$ cat src/include/rammodel_config.svh
`ifndef RAMMODEL_CONFIG_SVH
`define RAMMODEL_CONFIG_SVH

// Bus geometry
`define ADDR_WIDTH 16
`define DATA_WIDTH 64
`define ID_WIDTH 4

// Storage size in DATA_WIDTH words
`define MEM_WORDS 1024

`define MAX_R_INFLIGHT 8 // Also the AR queue depth
`define MAX_W_INFLIGHT 8 // Also the AW and B queue depth
`define R_FIFO_DEPTH 16
`define W_FIFO_DEPTH 16

`endif

$ cat src/design/rammodel_pkg.sv
`include "rammodel_config.svh"

package rammodel_pkg;

    typedef enum logic [1:0] {
        FIXED = 2'b00,
        INCR  = 2'b01,
        WRAP  = 2'b10
    } burst_e;

    // One AR or AW burst request
    typedef struct packed {
        logic [`ID_WIDTH-1:0]   id;
        logic [`ADDR_WIDTH-1:0] addr;
        logic [7:0]             len;  // Beats minus one
        logic [2:0]             size; // Log2 of beat bytes
        burst_e                 burst;
    } axi_req_t;

    typedef struct packed {
        logic [`DATA_WIDTH-1:0]   data;
        logic [`DATA_WIDTH/8-1:0] strb;
        logic                     last;
    } w_beat_t;

    typedef struct packed {
        logic [`ID_WIDTH-1:0]   id;
        logic [`DATA_WIDTH-1:0] data;
        logic                   last;
    } r_beat_t;

endpackage

$ cat src/design/burst_addr_gen.sv
`timescale 1ns/1ns

`include "rammodel_config.svh"

module burst_addr_gen (
    input  logic                   clk,
    input  logic                   rst,
    input  logic                   load,
    input  rammodel_pkg::axi_req_t start,
    input  logic                   step,
    output logic [`ADDR_WIDTH-1:0] addr,
    output logic                   last
);
    import rammodel_pkg::*;

    localparam int AW = `ADDR_WIDTH;

    logic [AW-1:0] addr_q;
    logic [AW-1:0] next_addr;
    logic [AW-1:0] beat_bytes;
    logic [AW-1:0] wrap_mask;
    logic [7:0]    len_q;
    logic [7:0]    beat_cnt;
    logic [2:0]    size_q;
    burst_e        burst_q;

    assign beat_bytes = AW'(1) << size_q;
    assign wrap_mask  = ((AW'(len_q) + 1'b1) << size_q) - 1'b1; // Window of (len+1) beats

    always_comb begin
        case (burst_q)
            FIXED:   next_addr = addr_q;
            WRAP:    next_addr = (addr_q & ~wrap_mask) | ((addr_q + beat_bytes) & wrap_mask);
            default: next_addr = addr_q + beat_bytes;
        endcase
    end

    always_ff @(posedge clk) begin
        if (rst) begin
            beat_cnt <= '0;
            len_q    <= '0;
        end else if (load) begin
            beat_cnt <= '0;
            len_q    <= start.len;
        end else if (step) begin
            beat_cnt <= beat_cnt + 1'b1;
        end
    end

    always_ff @(posedge clk) begin
        if (load) begin
            addr_q  <= start.addr;
            size_q  <= start.size;
            burst_q <= start.burst;
        end else if (step) begin
            addr_q <= next_addr;
        end
    end

    assign addr = addr_q;
    assign last = (beat_cnt == len_q);

endmodule

$ cat config.mk
export PLATFORM = sky130hd
export DESIGN_NAME = burst_addr_gen
export DESIGN_NICKNAME = d
export VERILOG_FILES = /design/src/design/rammodel_pkg.sv /design/src/design/burst_addr_gen.sv
export VERILOG_INCLUDE_DIRS = /design/src /design/src/include
export SDC_FILE = /design/constraint.sdc
export NUM_CORES = 1
export LEC_CHECK = 0
export BUFFER_PORTS_ARGS = -buffer_cell sky130_fd_sc_hd__buf_2
export CAP_MARGIN = 20
export CELL_PAD_IN_SITES_DETAIL_PLACEMENT = 1
export CELL_PAD_IN_SITES_GLOBAL_PLACEMENT = 2
export CORE_MARGIN = 4
export CORE_UTILIZATION = 30
export CTS_CLUSTER_SIZE = 14
export DETAILED_ROUTE_END_ITERATION = 8
export PLACE_DENSITY_LB_ADDON = 0.3
export SETUP_SLACK_MARGIN = 0.2
export SLEW_MARGIN = 5
export SYNTH_ARGS = -nofsm -noshare
export SYNTH_HDL_FRONTEND = slang
export SYNTH_SLANG_ARGS = --single-unit
$ cat constraint.sdc
create_clock -name clk -period 5.1 [get_ports clk]
set_clock_uncertainty 0.1 [all_clocks]
set_input_delay 1.02 -clock clk [delete_from_list [all_inputs] [get_ports clk]]
set_output_delay 1.02 -clock clk [all_outputs]
set_load 0.01 [all_outputs]
# Yosys cells after proc, flatten, opt, wreduce, memory -nomap -nowiden
# Index checks and enable logic that the tools add are counted.
# word_totals
ram_bits,0
reg_bits,37
n_memories,0
wordCells,25
latch_bits,0
rom_bits,0
out_inout_bits,17
# classes
mux,3
reduce_logical,4
n_bitwise,4
n_shift,2
multipliers,0
magnitude_cmp,0
n_eq_ne,3
n_addsub,4
div,0
# ops
operator,n
16-bit bitwise AND,2
16-bit 2-to-1 mux,2
16-bit case mux with 2 select lines,1
16-bit adder,1
16-bit inverter,1
16-bit OR,1
1-bit by 3-bit << shifter with 16-bit output (first input constant),1
9-bit by 3-bit << shifter with 16-bit output,1
16-bit by 1-bit subtractor with 16-bit output (second input constant),1
8-bit by 1-bit adder with 9-bit output (second input constant),1
8-bit by 1-bit adder with 8-bit output (second input constant),1
8-bit equality test,1
2-bit equality test (second input constant),1
2-bit logical NOT,1
2-bit inequality test (second input constant),1
2-bit AND reduction,1
2-bit nonzero test,1
2-bit OR reduction,1

# Longest topological paths before layout
# depth
ltp_word,9
ltp_mapped,14
ltp_nobuf,13

# Worst setup path after synthesis
# Ideal clock, no wire load.
# synth_timing
path_kind,flip-flop to flip-flop
from,register size_q[0]
to,register (tool-made name)
path_buffers,1
t_arrival_ns,2.898
setup_slack_ns,1.937
t_required_ns,4.835
stages_incl_launch_ff,15
setup_ns,0.165
path_cell_list,edfxtp_1 -> buf_6 -> or2_2 -> nor2_1 -> ha_1 -> inv_1 -> fa_1 -> nor2b_1 -> o21ai_0 -> a21oi_1 -> o21ai_0 -> a21oi_1 -> a31o_2 -> o311ai_1 -> o31ai_2
# synth_lines
item,line_no,source
from (decl),burst_addr_gen.sv:24,logic [2:0] size_q;
from (signal assigned),burst_addr_gen.sv:53,size_q <= start.size;

==> reports/metrics.cfg <==
[timing]
tns_ps = 0
hold_viol_final = 0
setup_ws_ps = 1430
rsz0062_at_grt = no
max_slew_margin_pct = 43.1
period_share_pct = 71.9
worst_pin_slew_ps = 854
drv_slew = 0
fmax_mhz = 273
setup_viol = 0
min_period_ps = 3670

[critical_path]
required_ps = 5120
cp_cell_sequence = or2_2, nor2_1, ha_1, inv_1, fa_1, nor2b_1, o21ai_0, a21oi_1, o21ai_0, a21oi_1, a31o_2, o311ai_1, o31ai_2
worst-setup-path-type = flop to flop
crit_arrival_ps = 3690
cp-start-kind = flop
critPathTopFamily = compound AO/OA/AOI/OAI gates
path_max_fanout = 8
crit_slowest_cell = edfxtp_1
crit_buf_inv = 1
worst_setup_path_end_kind = flop
slowest_delay_ps = 530

[die]
start_util_pct = 30.6
core_area_um2 = 11400
chipHeight_um = 116
die_area_um2 = 13400
fp.dieW_um = 116
num_io_pins = 54
num_rows = 39

[cts]
clk-insertion-delay-late_ps = 290
htree_levels = 2
cts_hold_buf = 0
cts_sinks = 37
clkTransAtPathRegs_ps = 60
post_cts_buffers = 0
clockRootBuffer = clkbuf_16
clockBufferDepth = 2
cts_buffers = 5
cts_tree = built
post_cts_resized = 0

[yosys]
ys_seq_elements = 37
syn_area_per_cell_um2 = 8.48
syn-num-nets = 461
synth_edf_count = 21
synthCells = 412
ys_warn_count = 0
seq_area_frac_synth_pct = 27.2
yosysTopAreaCell = edfxtp_1
synthTopCellsByArea = edfxtp_1 18%, dfxtp_1 9.2%, xnor2_1 5.0%, mux2i_1 4.3%, a21oi_1 4.0%
synth_cell_type_count = 80
synthArstFlopShare_pct = 0
synthFlopType = edfxtp_1
synthesis.area_um2 = 3490
synth_top_area_share_pct = 18.1

[detailed_routing]
wl_per_cell_um = 17.4
num_vias = 3240
met3_length_um = 311
maxUsedRoutingLayer = met4
routed_wl_mm = 10.3
ant_nets = 0
met2_wirelength_mm = 4.90
drt_drc_violations_left = 0
drt_first_iter_violations = 143
firstDrtPassIters = 6
met1_length_mm = 4.95
via_per_inst = 5.47

[global_route]
grtUsageTotal_pct = 15.8
grt_pass1_wl_mm = 17.0
antenna_found_initial = 0
grt_overflow = 0
grt_pass1_vias = 3326
grt_start_max_net_pins = 42

[placed_design]
dp_hpwl_mm = 7.76
dp_slack_ps = 1450
placedInstanceArea_um2 = 3820
routabilityCongestion = 0.783
port_buffers = 49

[pwr]
p_leak_nw = 1.57
power_mw = 1.12
power_density_nw_per_um2 = 280
peakVddDrop_uv = 116

[layout]
fin_util_pct = 35.1
fin_nets = 497
syn2layout_area_growth_pct = 14.8
drive_gt1_share_pct = 19.8
diodes = 0
final_area_um2 = 4010

[worst_hold_path]
hold_class = flop to flop

[status]
status = finished, final reports clean

[flow_run]
cap_violations = 0

-- Yosys cell counts (11+ instances only) --
library cell and number:
inv_1 13, mux2i_1 15, and3_1 11, o21ai_0 15, nand4_1 11, nand3_1 13
nand2_1 34, xnor2_1 20, dfxtp_1 16, a21oi_1 28, xor2_1 12, clkbuf_1 12
a211oi_1 11, nor2_1 34, edfxtp_1 21, ha_1 11
-- metal layers --
layer | global-route usage [%] | up-vias
li1 | - | 1619
met1 | 20.4 | 1568
met2 | 27.6 | 43
met3 | 2.19 | 10
met4 | 4.10 | 0
met5 | 0 | -
-- cells in the final DEF (no fill, tap or decap), types with 3 or more instances in the layout --
master,synthesis,routed
a2111oi_0,3,3
inv_1,13,13
nand2_1,34,34
o21a_1,3,3
a31oi_1,6,6
a21oi_1,28,28
a21o_1,7,7
dfxtp_1,16,16
nand3_1,13,13
xor2_1,12,12
xnor2_1,20,20
or3_1,4,4
mux2i_1,15,15
nor3_1,7,7
o221ai_2,3,3
buf_4,2,7
or2_2,3,3
o211ai_1,6,6
buf_2,8,49
nand2b_1,9,9
nor2b_1,3,3
nand4_1,11,11
a211oi_1,11,11
clkbuf_16,0,7
ha_1,11,11
o21ai_0,15,15
edfxtp_1,21,21
o31ai_2,3,3
nor2_1,34,34
and3b_1,3,3
and3_1,11,11
nor3b_1,3,3
and4_1,3,3
-- through the flow --
step / hold WS [ps] / std cells
final: 412 / 592
after global routing: 435 / 592
after CTS: 416 / 592
after detailed placement: 407 / 584
after global placement: 380 / 584
after floorplan: 370 / 412
-- cell type report --
type,count,area (um^2)
Fill cell,1387,7410
Multi-Input combinational cell,334,2340
Sequential cell,37,951
Timing Repair Buffer,56,298
Tap cell,143,179
Clock buffer,7,175
Inverter,14,52.6
Clock inverter,1,8.76
-- cells by family after synthesis --
family	share of synthesized area, %
buffers and inverters	5.66
xor gates and xnor gates	8.02
muxes	5.01
AOI/OAI and AO/OA	26.4
and+or+nand+nor	23.2
DFF	27.2
adders and majority gates	4.51
-- final timing paths --
check                   start     endpoint  slack [ps]  depth (start not counted)
setup reg to reg    size_q[1]         flop        1430                         13
hold / removal    beat_cnt[7]  beat_cnt[7]         410                          2
hold reg to reg   beat_cnt[7]  beat_cnt[7]         410                          2
setup / recovery    size_q[1]         flop        1430                         13
-- power by group --
part	leakage (nW)	total, mW	internal, mW	switching (mW)
combinational	1.14	0.353	0.145	0.208
clock	0.0908	0.384	0.243	0.141
sequential	0.342	0.387	0.352	0.0344
total	1.57	1.12	0.741	0.383
-- tightest hold or removal path: cells and delay by family, from the launching register on --
kind	cells	cell delay [ps]
DFF	1	330
AOI/OAI and AO/OA	2	130
Power figures use the tool's default switching activity.
