## src/design/rammodel_fifo.sv

```systemverilog
`timescale 1ns/1ns

module rammodel_fifo #(
    parameter int WIDTH = 8,
    parameter int DEPTH = 4
) (
    input  logic             clk,
    input  logic             rst,
    input  logic             push,
    input  logic [WIDTH-1:0] push_data,
    input  logic             pop,
    output logic [WIDTH-1:0] pop_data,
    output logic             empty,
    output logic             full
);

    localparam int PTR_W = (DEPTH > 1) ? $clog2(DEPTH) : 1;
    localparam int CNT_W = $clog2(DEPTH + 1);

    logic [WIDTH-1:0] slots [DEPTH];
    logic [PTR_W-1:0] wr_ptr;
    logic [PTR_W-1:0] rd_ptr;
    logic [CNT_W-1:0] count;
    logic             do_push;
    logic             do_pop;

    function automatic logic [PTR_W-1:0] next_ptr(input logic [PTR_W-1:0] p);
        return (p == PTR_W'(DEPTH - 1)) ? '0 : p + 1'b1;
    endfunction

    assign do_push = push && !full;
    assign do_pop  = pop && !empty;

    always_ff @(posedge clk) begin
        if (rst) begin
            wr_ptr <= '0;
            rd_ptr <= '0;
            count  <= '0;
        end else begin
            if (do_push) wr_ptr <= next_ptr(wr_ptr);
            if (do_pop) rd_ptr <= next_ptr(rd_ptr);
            case ({do_push, do_pop})
                2'b10:   count <= count + 1'b1;
                2'b01:   count <= count - 1'b1;
                default: count <= count;
            endcase
        end
    end

    always_ff @(posedge clk) begin
        if (do_push) slots[wr_ptr] <= push_data;
    end

    assign pop_data = slots[rd_ptr]; // Head visible without a pop
    assign empty    = (count == '0);
    assign full     = (count == CNT_W'(DEPTH));

endmodule

```

## config.mk

```make
export PLATFORM = sky130hd
export DESIGN_NAME = rammodel_fifo
export DESIGN_NICKNAME = d
export VERILOG_FILES = /design/src/design/rammodel_fifo.sv
export SDC_FILE = /design/constraint.sdc
export NUM_CORES = 1
export LEC_CHECK = 0
export ABC_AREA = 1
export BUFFER_PORTS_ARGS = -buffer_cell sky130_fd_sc_hd__clkbuf_2
export CORE_ASPECT_RATIO = 0.8
export CORE_MARGIN = 2
export CORE_UTILIZATION = 51
export CTS_BUF_LIST = sky130_fd_sc_hd__clkbuf_16
export CTS_CLUSTER_DIAMETER = 40
export DETAILED_ROUTE_END_ITERATION = 10
export GPL_TIMING_DRIVEN = 0
export PLACE_DENSITY_LB_ADDON = 0.12
export SLEW_MARGIN = 20
export SYNTH_ARGS = -nofsm -noshare
export SYNTH_HDL_FRONTEND = slang
export SYNTH_SLANG_ARGS = --single-unit
```

## constraint.sdc

```tcl
create_clock -name clk -period 1.97 [get_ports clk]
set_input_delay 0.4925 -clock clk [delete_from_list [all_inputs] [get_ports clk]]
set_output_delay 0.4925 -clock clk [all_outputs]
set_load 0.005 [all_outputs]
```

After elaboration in Yosys (flattened, before gate mapping)
Memory sizes are Yosys's and may differ from the RTL's. A register that Yosys moved wholly into a read port is not among the register bits.
Cells that the tools add are included.
{"block": "word_totals", "input_bits": 12, "mem_bits_rw": 32, "register_bits": 7, "elab_cells": 26, "mem_count": 1, "output_inout_bits": 10}
{"name": "slots", "words": 4, "width": 8, "rd": 1, "rd_clocked_by_memory_dff": 1, "write_ports": 1, "line": "20", "text": "logic [WIDTH-1:0] slots [DEPTH];"}
{"block": "op_classes", "add_sub_neg": 4, "mux": 7, "eq_ne": 5, "n_reduce_logical": 6}
{"cell": "$mux 2", "n": 4}
{"cell": "$eq 2x2->1 const B", "n": 3}
{"cell": "$pmux 3 s2", "n": 1}
{"cell": "$add 2x1->2 const B", "n": 2}
{"cell": "$add 3x1->3 const B", "n": 1}
{"cell": "$eq 3x3->1 const B", "n": 1}
{"cell": "$logic_not 3->1", "n": 1}
{"cell": "$sub 3x1->3 const B", "n": 1}
{"cell": "$eq 2x1->1 const B", "n": 1}
{"cell": "$logic_and 1x1->1", "n": 2}
{"cell": "$logic_not 1->1", "n": 2}
{"cell": "$mux 1", "n": 2}
{"cell": "$reduce_bool 2->1", "n": 1}

Longest topological paths before layout
Gate-level depths: netlist (run 1).
{"block": "logic_depth", "word_depth": 5, "ltp_mapped": 13, "mapped_depth_nobuf": 13}

Worst setup path before layout (run 1)
No wires, ideal clock.
{"block": "synth_path", "kind": "flip-flop to flip-flop", "from": "reg count[1]", "to": "reg count[2]", "slack_ns": 0.348, "path_stages_with_launch": 13, "t_arrival_ns": 1.512, "setup_time_ns": 0.110, "path_cell_list": "dfxtp_1 -> nor2_1 -> nand2_2 -> nand2_2 -> ha_1 -> inv_1 -> fa_1 -> inv_1 -> nand2_1 -> nand3_1 -> nand2_1 -> inv_1 -> nor2_1"}
{"block": "synth_between", "elab_chain_len": 5, "word_cells_on_any_way": 12, "classes_between": "add/sub (2); eq/ne (3); mux (1); reduce/logical (6)"}
{"item": "start: declaration", "line": "23", "text": "logic [CNT_W-1:0] count;"}
{"item": "start signal: assignment", "line": "43", "text": "2'b10: count <= count + 1'b1;"}
{"item": "start signal: assignment", "line": "44", "text": "2'b01: count <= count - 1'b1;"}
{"item": "start signal: assignment", "line": "45", "text": "default: count <= count;"}
{"item": "$eq 3x3->1 / $logic_not 3->1 (equally long branches)", "line": "56, 55"}
{"item": "$logic_not 1->1 (on tied branches)", "line": "31, 32"}
{"item": "$logic_and 1x1->1 (on tied branches)", "line": "31, 32"}
{"item": "$eq 2x1->1 / $eq 2x2->1 (equally long branches)", "line": "42", "text": "case ({do_push, do_pop})"}
{"item": "$pmux 3 s2 / $reduce_bool 2->1 (equally long branches)"}
Several ways; a longest one is shown, not always the timed one.
A chain may end at the register's enable or synchronous reset.

==> impl_metrics.ini, run 1 <==
[clock_tree]
htree_levels = 2
tritoncts = done
clk_root_buffer_cell = clkbuf_16
cts_buffers = 5
clock_sinks = 41
post-cts-setup-buffers = 0
clk-insertion-delay-late_ps = 280
max-clock-path-buffers = 2
clk_pin_slew_ps = 60
cts_hold_buf = 0

[timing]
rsz0062_at_grt = no
drv_slew = 0
min_period_over_period_pct = 94.9
hold_viol = 0
setup_ws_ps = 101
max_freq_mhz = 535
hold_slack_ps = 424
setup_viol = 0
worstMarginPinSlew_ps = 787
maxSlewHeadroom_pct = 47.3
timing.setup.tns_ps = 0
layout_min_cycle_time_ps = 1870
skew_ps = 2.73

[finish]
drive_gt1_share_pct = 23.7
layout.nets = 195
n_antenna_cell = 0
area_delta_synth_final_pct = 18.2
final_cell_area_mm2 = 0.00201
post-route-util_pct = 64.3

[pwr]
leakagePower_uw = 0.000821
vdd_drop_max_mv = 0.892
power.density_mw_per_mm2 = 1350

[yosys]
netlist_top_cells_area = edfxtp_1 56%, dfxtp_1 11%, nor2_1 6.2%, ha_1 4.4%, inv_1 4.2%
synthAdderAreaFrac_pct = 5.58
synth_top_family_by_area = simple AND/OR/NAND/NOR gates
synth_compound_area_share_pct = 9.85
synth_common_cells = 32 x edfxtp_1, 28 x nor2_1, 19 x inv_1, 14 x o21ai_0, 12 x nand2_1
synth_warnings = 0
ys_seq_elements = 41
postSynthCellCount = 148
synth-seq-area-share_pct = 67.0
synth-xor-area-share_pct = 0
syn_nets = 167
yosys-mux-area-fraction_pct = 0
synth_top_cell_by_area = edfxtp_1
synthesis.area_mm2 = 0.00170
syn_avg_cell_area_um2 = 11.5
ys_types = 19
yosys.area_share.simple_pct = 11.8
synth_top_cell_area_share_pct = 56.4
synthArstFlopShare_pct = 0
synth-edff-count = 32
synthFlopType = edfxtp_1
yosysMostFrequentCell = edfxtp_1

[floorplanning]
core_area_mm2 = 0.00313
die_area_mm2 = 0.00382
die_w_um = 68.6
placementRows = 18
fp.dieH_um = 55.7
io_pins = 22
start_util_pct = 54.4

[placed_design]
placed_area_mm2 = 0.00186
portBuffers = 21
place_ws_ps = 72.4
gp_congestion = 0.838
hpwlAfterDp_um = 2270

[setup_path]
cp_num_cells = 5
worst-path-buf-inv = 3
crit_required_ps = 1480
path_cells = inv_2, buf_6, nor2_1, o22ai_1, clkbuf_2
end_kind = output pin
slowest_stage = dfxtp_2
crit_path_start_kind = flip-flop
critical_path_class = flip-flop to output pin
regToRegSetupSlack_ps = 160
cp_max_fo = 10
path_delay_family = buffers and inverters
slowest_delay_ps = 370
cp.arrival_ps = 1380
r2r_end = count[2]
r2r_start = count[0]
reg2reg_depth = 12

[hold_path]
min_from = push_data[0]
hold-path-cell-count = 1
min_path_type = input pin to flip-flop
hold_end = slots[0][0]

[run_status]
status = completed

[run]
cap_violations = 0

[drt]
viasPerCell = 5.33
drc_errors = 0
post_drt_wl_per_cell_um = 15.2
vias = 1156
drt-initial-drc-count = 79
antenna_left = 0
totalWireLength_um = 3310
first_pass_iters = 4

[grt]
grt_pass1_vias = 1150
grt_overflow = 0
antenna_found_initial = 0
grtUsageTotal_pct = 20.1
grt_pass1_wl_um = 5270
grt_max_degree = 14
-- final cells by class --
| class | instances | area [um^2] |
|---|---|---|
| Sequential cell | 41 | 1140 |
| Fill cell | 246 | 1120 |
| Multi-Input combinational cell | 85 | 477 |
| Clock buffer | 5 | 125 |
| Timing Repair Buffer | 21 | 105 |
| Inverter | 20 | 75.1 |
| Tap cell | 40 | 50.0 |
| Buffer | 2 | 22.5 |
| Clock inverter | 3 | 15.0 |
-- power by group --
group          internal [uW]  switching, uW  leakage, uW
Combinational            310            477     0.000383
Clock                    459            309    0.0000687
Sequential              1070           88.7     0.000369
Total                   1840            875     0.000821
-- worst max path at each step --
stage / from / end / slack (ps)
after global placement: push / count[2] / 230
final: flip-flop / pop_data[0] / 100
after global routing: count[1] / count[2] / 20
after detailed placement: count[1] / count[2] / 70
after CTS: flip-flop / pop_data[0] / 30
after floorplan: count[1] / count[2] / 350
-- sequential cells by signal, indices dropped and copies added, names as in the netlist, named ones only --
signal	flops
rd_ptr	2
count	3
wr_ptr	2
slots	32
-- worst register-to-register path, delay by kind of cell, from the launching register on --
| family | cells | cell delay [ps] |
|---|---|---|
| and+or+nand+nor | 7 | 660 |
| adders and majority gates | 2 | 540 |
| DFF | 1 | 320 |
| buffers and inverters | 3 | 190 |
-- what timing repair did --
action                     in CTS  in global routing
hold endpoints to repair        0                  0
setup endpoints to repair       0                  9
resized for setup               0                  7
-- per-stage QoR --
step | power [uW] | cells
floorplan | 1640 | 148
global placement | 1870 | 209
detailed placement | 1930 | 209
CTS | 2690 | 217
global route | 2860 | 217
finish | 2710 | 217
-- layout by cell type, fill, tap and decap left out, types with 2 or more instances in the layout --
cell type  Yosys  routed
edfxtp_1      32      32
nor2_1        28      27
clkbuf_2       0      21
inv_1         19      19
o21ai_0       14      14
nand2_1       12      11
o22ai_1        8       8
dfxtp_1        9       7
ha_1           6       6
clkbuf_16      0       5
a21oi_1        4       4
nor2_2         2       3
nand2_2        2       2
inv_2          1       2
buf_6          2       2
o21ai_1        2       2
o21ai_2        2       2
nand3b_1       2       2
dfxtp_2        0       2
-- layer usage --
layer / GRT usage, % / wire [um] / up-vias
met5: 0 / 0 / -
met4: 9.14 / 69 / 0
met3: 8.50 / 189 / 10
met2: 30.4 / 1600 / 32
met1: 24.7 / 1450 / 552
li1: - / - / 562
-- kinds of logic (layout without fill, tap and decap cells) --
group / Yosys count / after routing
buf+inv: 22 / 51
fa+ha+maj: 7 / 7
flops: 41 / 41
compound gates: 30 / 30
simple gates: 48 / 48
(Power assumes the default switching activity.)
==> run 2, diff against run 1 <==
Settings changed: CORE_UTILIZATION 51 to 55.
Clock period 1.97 ns to 2.41 ns, I/O delays scaled along.
==> run 2 against run 1 <==
  * Clock power shrank 5.3%
  * Die area shrank 6.8%
  * Critical path depth is the same
  * Sequential power shrank 19%
  * Design area grew 0.44%
  * Register-to-register slack gained 460 ps
  * First-iteration DRC count grew 46%
  * Power shrank 16%
  * Global-route usage grew 0.11 points
  * Largest cell class unchanged
  * Largest power group unchanged
==> impl_metrics.ini, run 2 (synthesis results as in run 1) <==
[timing]
drv_slew = 0
worstMarginPinSlew_ps = 839
min_period_over_period_pct = 86.5
maxSlewHeadroom_pct = 43.8
hold_viol = 0
timing.setup.tns_ps = 0
skew_ps = 3.69
layout_min_cycle_time_ps = 2080
rsz0062_at_grt = no
setup_viol = 0
max_freq_mhz = 480

[setup_path]
crit_required_ps = 1810
path_delay_family = flip-flops
cp_max_fo = 10
slowest_stage = dfxtp_1
end_kind = output pin
path_cells = inv_2, buf_6, nor2_1, o22ai_1, clkbuf_2
cp.arrival_ps = 1480
worst-path-buf-inv = 3
slowest_delay_ps = 520
crit_path_start_kind = flip-flop
critical_path_class = flip-flop to output pin

[hold_path]
min_path_type = flip-flop to flip-flop

[grt]
grt_max_degree = 14
grt_pass1_vias = 1046
grt_pass1_wl_um = 4910
grtUsageTotal_pct = 20.2
antenna_found_initial = 0
grt_overflow = 0

[floorplanning]
die_w_um = 66.2
start_util_pct = 56.4
die_area_mm2 = 0.00356
placementRows = 18
io_pins = 22
fp.dieH_um = 53.8
core_area_mm2 = 0.00302

[finish]
layout_common_cells = 32 x edfxtp_1, 28 x nor2_1, 21 x clkbuf_2
largest_reg_flops = 32
mostFrequentLayoutCell = edfxtp_1
area_delta_synth_final_pct = 18.7
top_regs = slots (32), count (3)
layout.nets = 195
drive_gt1_share_pct = 20.9
n_antenna_cell = 0
regMostFlops = slots
nFillCells = 241
post-route-util_pct = 67.0

[pwr]
leakagePower_uw = 0.000835
power.density_mw_per_mm2 = 1120
vdd_drop_max_mv = 0.585

[clock_tree]
clock_sinks = 41
htree_levels = 2
max-clock-path-buffers = 2
post-cts-setup-buffers = 0
cts_buffers = 5
clk_root_buffer_cell = clkbuf_16
clk-insertion-delay-late_ps = 280
tritoncts = done
cts_hold_buf = 0
cts_resized = 0
clk_pin_slew_ps = 50

[drt]
viasPerCell = 5.17
vias = 1121
post_drt_wl_per_cell_um = 14.1
totalWireLength_um = 3060
drt-initial-drc-count = 115
antenna_left = 0
first_pass_iters = 5
drc_errors = 0

[run_status]
status = completed

[run]
cap_violations = 0

[placed_design]
portBuffers = 21
gp_congestion = 0.891
hpwlAfterDp_um = 2040
run 2: worst paths after layout:
path	from	to	slack, ps	depth (start not counted)
hold reg to reg	rd_ptr[1]	flip-flop	520	2
setup / recovery	flip-flop	pop_data[0]	330	5
hold / removal	rd_ptr[1]	flip-flop	520	2
setup reg to reg	count[1]	count[2]	620	12
run 2: cell type report:
| cell class | count | area [um^2] | area share (%) |
|---|---|---|---|
| timing repair buffer | 21 | 105 | 5.20 |
| sequential | 41 | 1140 | 56.4 |
| tap | 40 | 50.0 | 2.48 |
| buffer | 2 | 22.5 | 1.11 |
| inverter | 20 | 75.1 | 3.71 |
| clock inverter | 3 | 38.8 | 1.92 |
| multi-input combinational | 85 | 464 | 23.0 |
| clock buffer | 5 | 125 | 6.19 |
run 2: through the flow:
stage / hold WS, ps / total power (uW) / setup slack [ps] / instance area [um^2] / cells
2_1_floorplan: 483 / 1340 / 732 / 1700 / 148
3_3_place_gp: 509 / 1530 / 551 / 1860 / 209
3_5_place_dp: 513 / 1560 / 493 / 1860 / 209
4_1_cts: 519 / 2290 / 316 / 2020 / 217
5_1_grt: 540 / 2430 / 199 / 2020 / 217
6_report: 523 / 2270 / 325 / 2020 / 217
run 2: report_power, final:
part	internal, uW	leakage [uW]	switching, uW
logic	242	0.000382	366
clock network	482	0.0000850	246
registers	869	0.000368	68.3
total	1590	0.000835	680
run 2: worst min-delay path, cell delays in order (launching register included):
cell,delay [ps]
dfxtp_1,310
a21oi_1,110
nor2_1,60
run 2: metal layers:
metal	share of wire [%]	track usage, %
met1	48	25.8
met2	45	31.2
met3	5.0	7.53
met4	1.6	9.18
met5	0	0
==> run 3, diff against run 2 <==
Settings changed: GPL_TIMING_DRIVEN 0 to not set.
==> run 3 against run 2 <==
  * Largest cell class unchanged
  * Count of clock-buffer cells in the layout unchanged
  * Die area stayed put
  * Worst hold slack improved by 8.1 ps
  * Non-clock buffer count rose by 3
  * Highest routed layer unchanged
==> impl_metrics.ini, run 3 (synthesis results as in run 1) <==
[timing]
timing.setup.tns_ps = 0
min_period_over_period_pct = 86.4
maxSlewHeadroom_pct = 78.8
hold_slack_ps = 531
drv_slew = 0
max_freq_mhz = 480
worstMarginPinSlew_ps = 318
setup_viol = 0
hold_viol = 0
skew_ps = 5.95
rsz0062_at_grt = no
layout_min_cycle_time_ps = 2080

[drt]
antenna_left = 0
post_drt_wl_per_cell_um = 14.0
first_pass_iters = 4
viasPerCell = 5.20
totalWireLength_um = 3090
vias = 1145
drt-initial-drc-count = 47
drc_errors = 0

[setup_path]
regToRegSetupSlack_ps = 540
r2r_start = count[1]
reg2reg_depth = 12
critical_path_class = flip-flop to output pin
crit_required_ps = 1810
cp.arrival_ps = 1480
r2r_end = count[2]
crit_path_end = pop_data[0]
crit_path_start_kind = flip-flop
end_kind = output pin
cp_max_fo = 9

[finish]
multi_input_area_um2 = 464
nFillCells = 240
top_regs = slots (32), count (3)
layout.nets = 198
regArea_mm2 = 0.00114
final_cells = 220
drive_gt1_share_pct = 21.7
mostFrequentLayoutCell = edfxtp_1
largest_reg_flops = 32
final_cell_area_mm2 = 0.00201
n_antenna_cell = 0
area_delta_synth_final_pct = 18.2
layout_common_cells = 32 x edfxtp_1, 28 x nor2_1, 21 x clkbuf_2
post-route-util_pct = 66.7
regMostFlops = slots

[grt]
grt_pass1_vias = 1085
grt_max_degree = 17
grt_pass1_wl_um = 5010
antenna_found_initial = 0
grtUsageTotal_pct = 20.7
grt_overflow = 0

[clock_tree]
clk-insertion-delay-late_ps = 280
tritoncts = done
max-clock-path-buffers = 2
clk_pin_slew_ps = 60
cts_hold_buf = 0
post-cts-setup-buffers = 0
cts_buffers = 5
clock_sinks = 41
cts_resized = 0
clk_root_buffer_cell = clkbuf_16
htree_levels = 2

[run]
cap_violations = 0

[floorplanning]
core_area_mm2 = 0.00302
placementRows = 18
die_w_um = 66.2
start_util_pct = 56.4
fp.dieH_um = 53.8
die_area_mm2 = 0.00356
io_pins = 22

[placed_design]
gp_congestion = 0.908
hpwlAfterDp_um = 2050
placed_area_mm2 = 0.00187
portBuffers = 21
dpl.cell_count = 212

[run_status]
status = completed

[pwr]
vdd_drop_max_mv = 0.629
leakagePower_uw = 0.000833
power.density_mw_per_mm2 = 1070

[hold_path]
hold-path-cell-count = 1
min_path_type = input pin to flip-flop
run 3: stage by stage:
stage	total power [uW]	setup slack, ps
global placement	1520	576
CTS	2180	314
detailed placement	1560	472
floorplan	1340	732
finish	2160	327
global route	2300	220
run 3: area by class of cell:
class | instances | area share (%)
repair buffers | 26 | 7.09
multi-input cells | 85 | 23.1
clock inverters | 3 | 0.746
flip-flops and latches | 41 | 56.7
clock buffers | 5 | 6.22
well taps | 40 | 2.49
inverters | 20 | 3.73
run 3: worst min path at each step:
stage,from,to,slack (ps)
finish,push_data[3],slots[0][3],530
global route,push_data[1],slots[1][1],540
CTS,push_data[3],slots[0][3],530
detailed placement,count[0],count[0],540
global placement,count[0],count[0],520
floorplan,rd_ptr[1],flip-flop,480
run 3: critical path, stage by stage (launching register included):
cell and delay (ps):
dfxtp_1 500, buf_4 230, o21ai_0 120, o22ai_1 200
clkbuf_2 150
run 3: power breakdown:
| group | internal (uW) | total, uW | switching, uW | leakage [uW] |
|---|---|---|---|---|
| Combinational | 239 | 603 | 364 | 0.000396 |
| Clock | 375 | 622 | 247 | 0.0000687 |
| Sequential | 868 | 938 | 70.5 | 0.000368 |
| Total | 1480 | 2160 | 681 | 0.000833 |
run 3: metal layers:
layer / part of all wire (%) / wire length (um) / GRT usage (%)
met1: 39 / 1220 / 23.1
met2: 51 / 1590 / 33.8
met3: 6.8 / 211 / 7.32
met4: 2.4 / 74 / 14.3
met5: 0 / 0 / 0
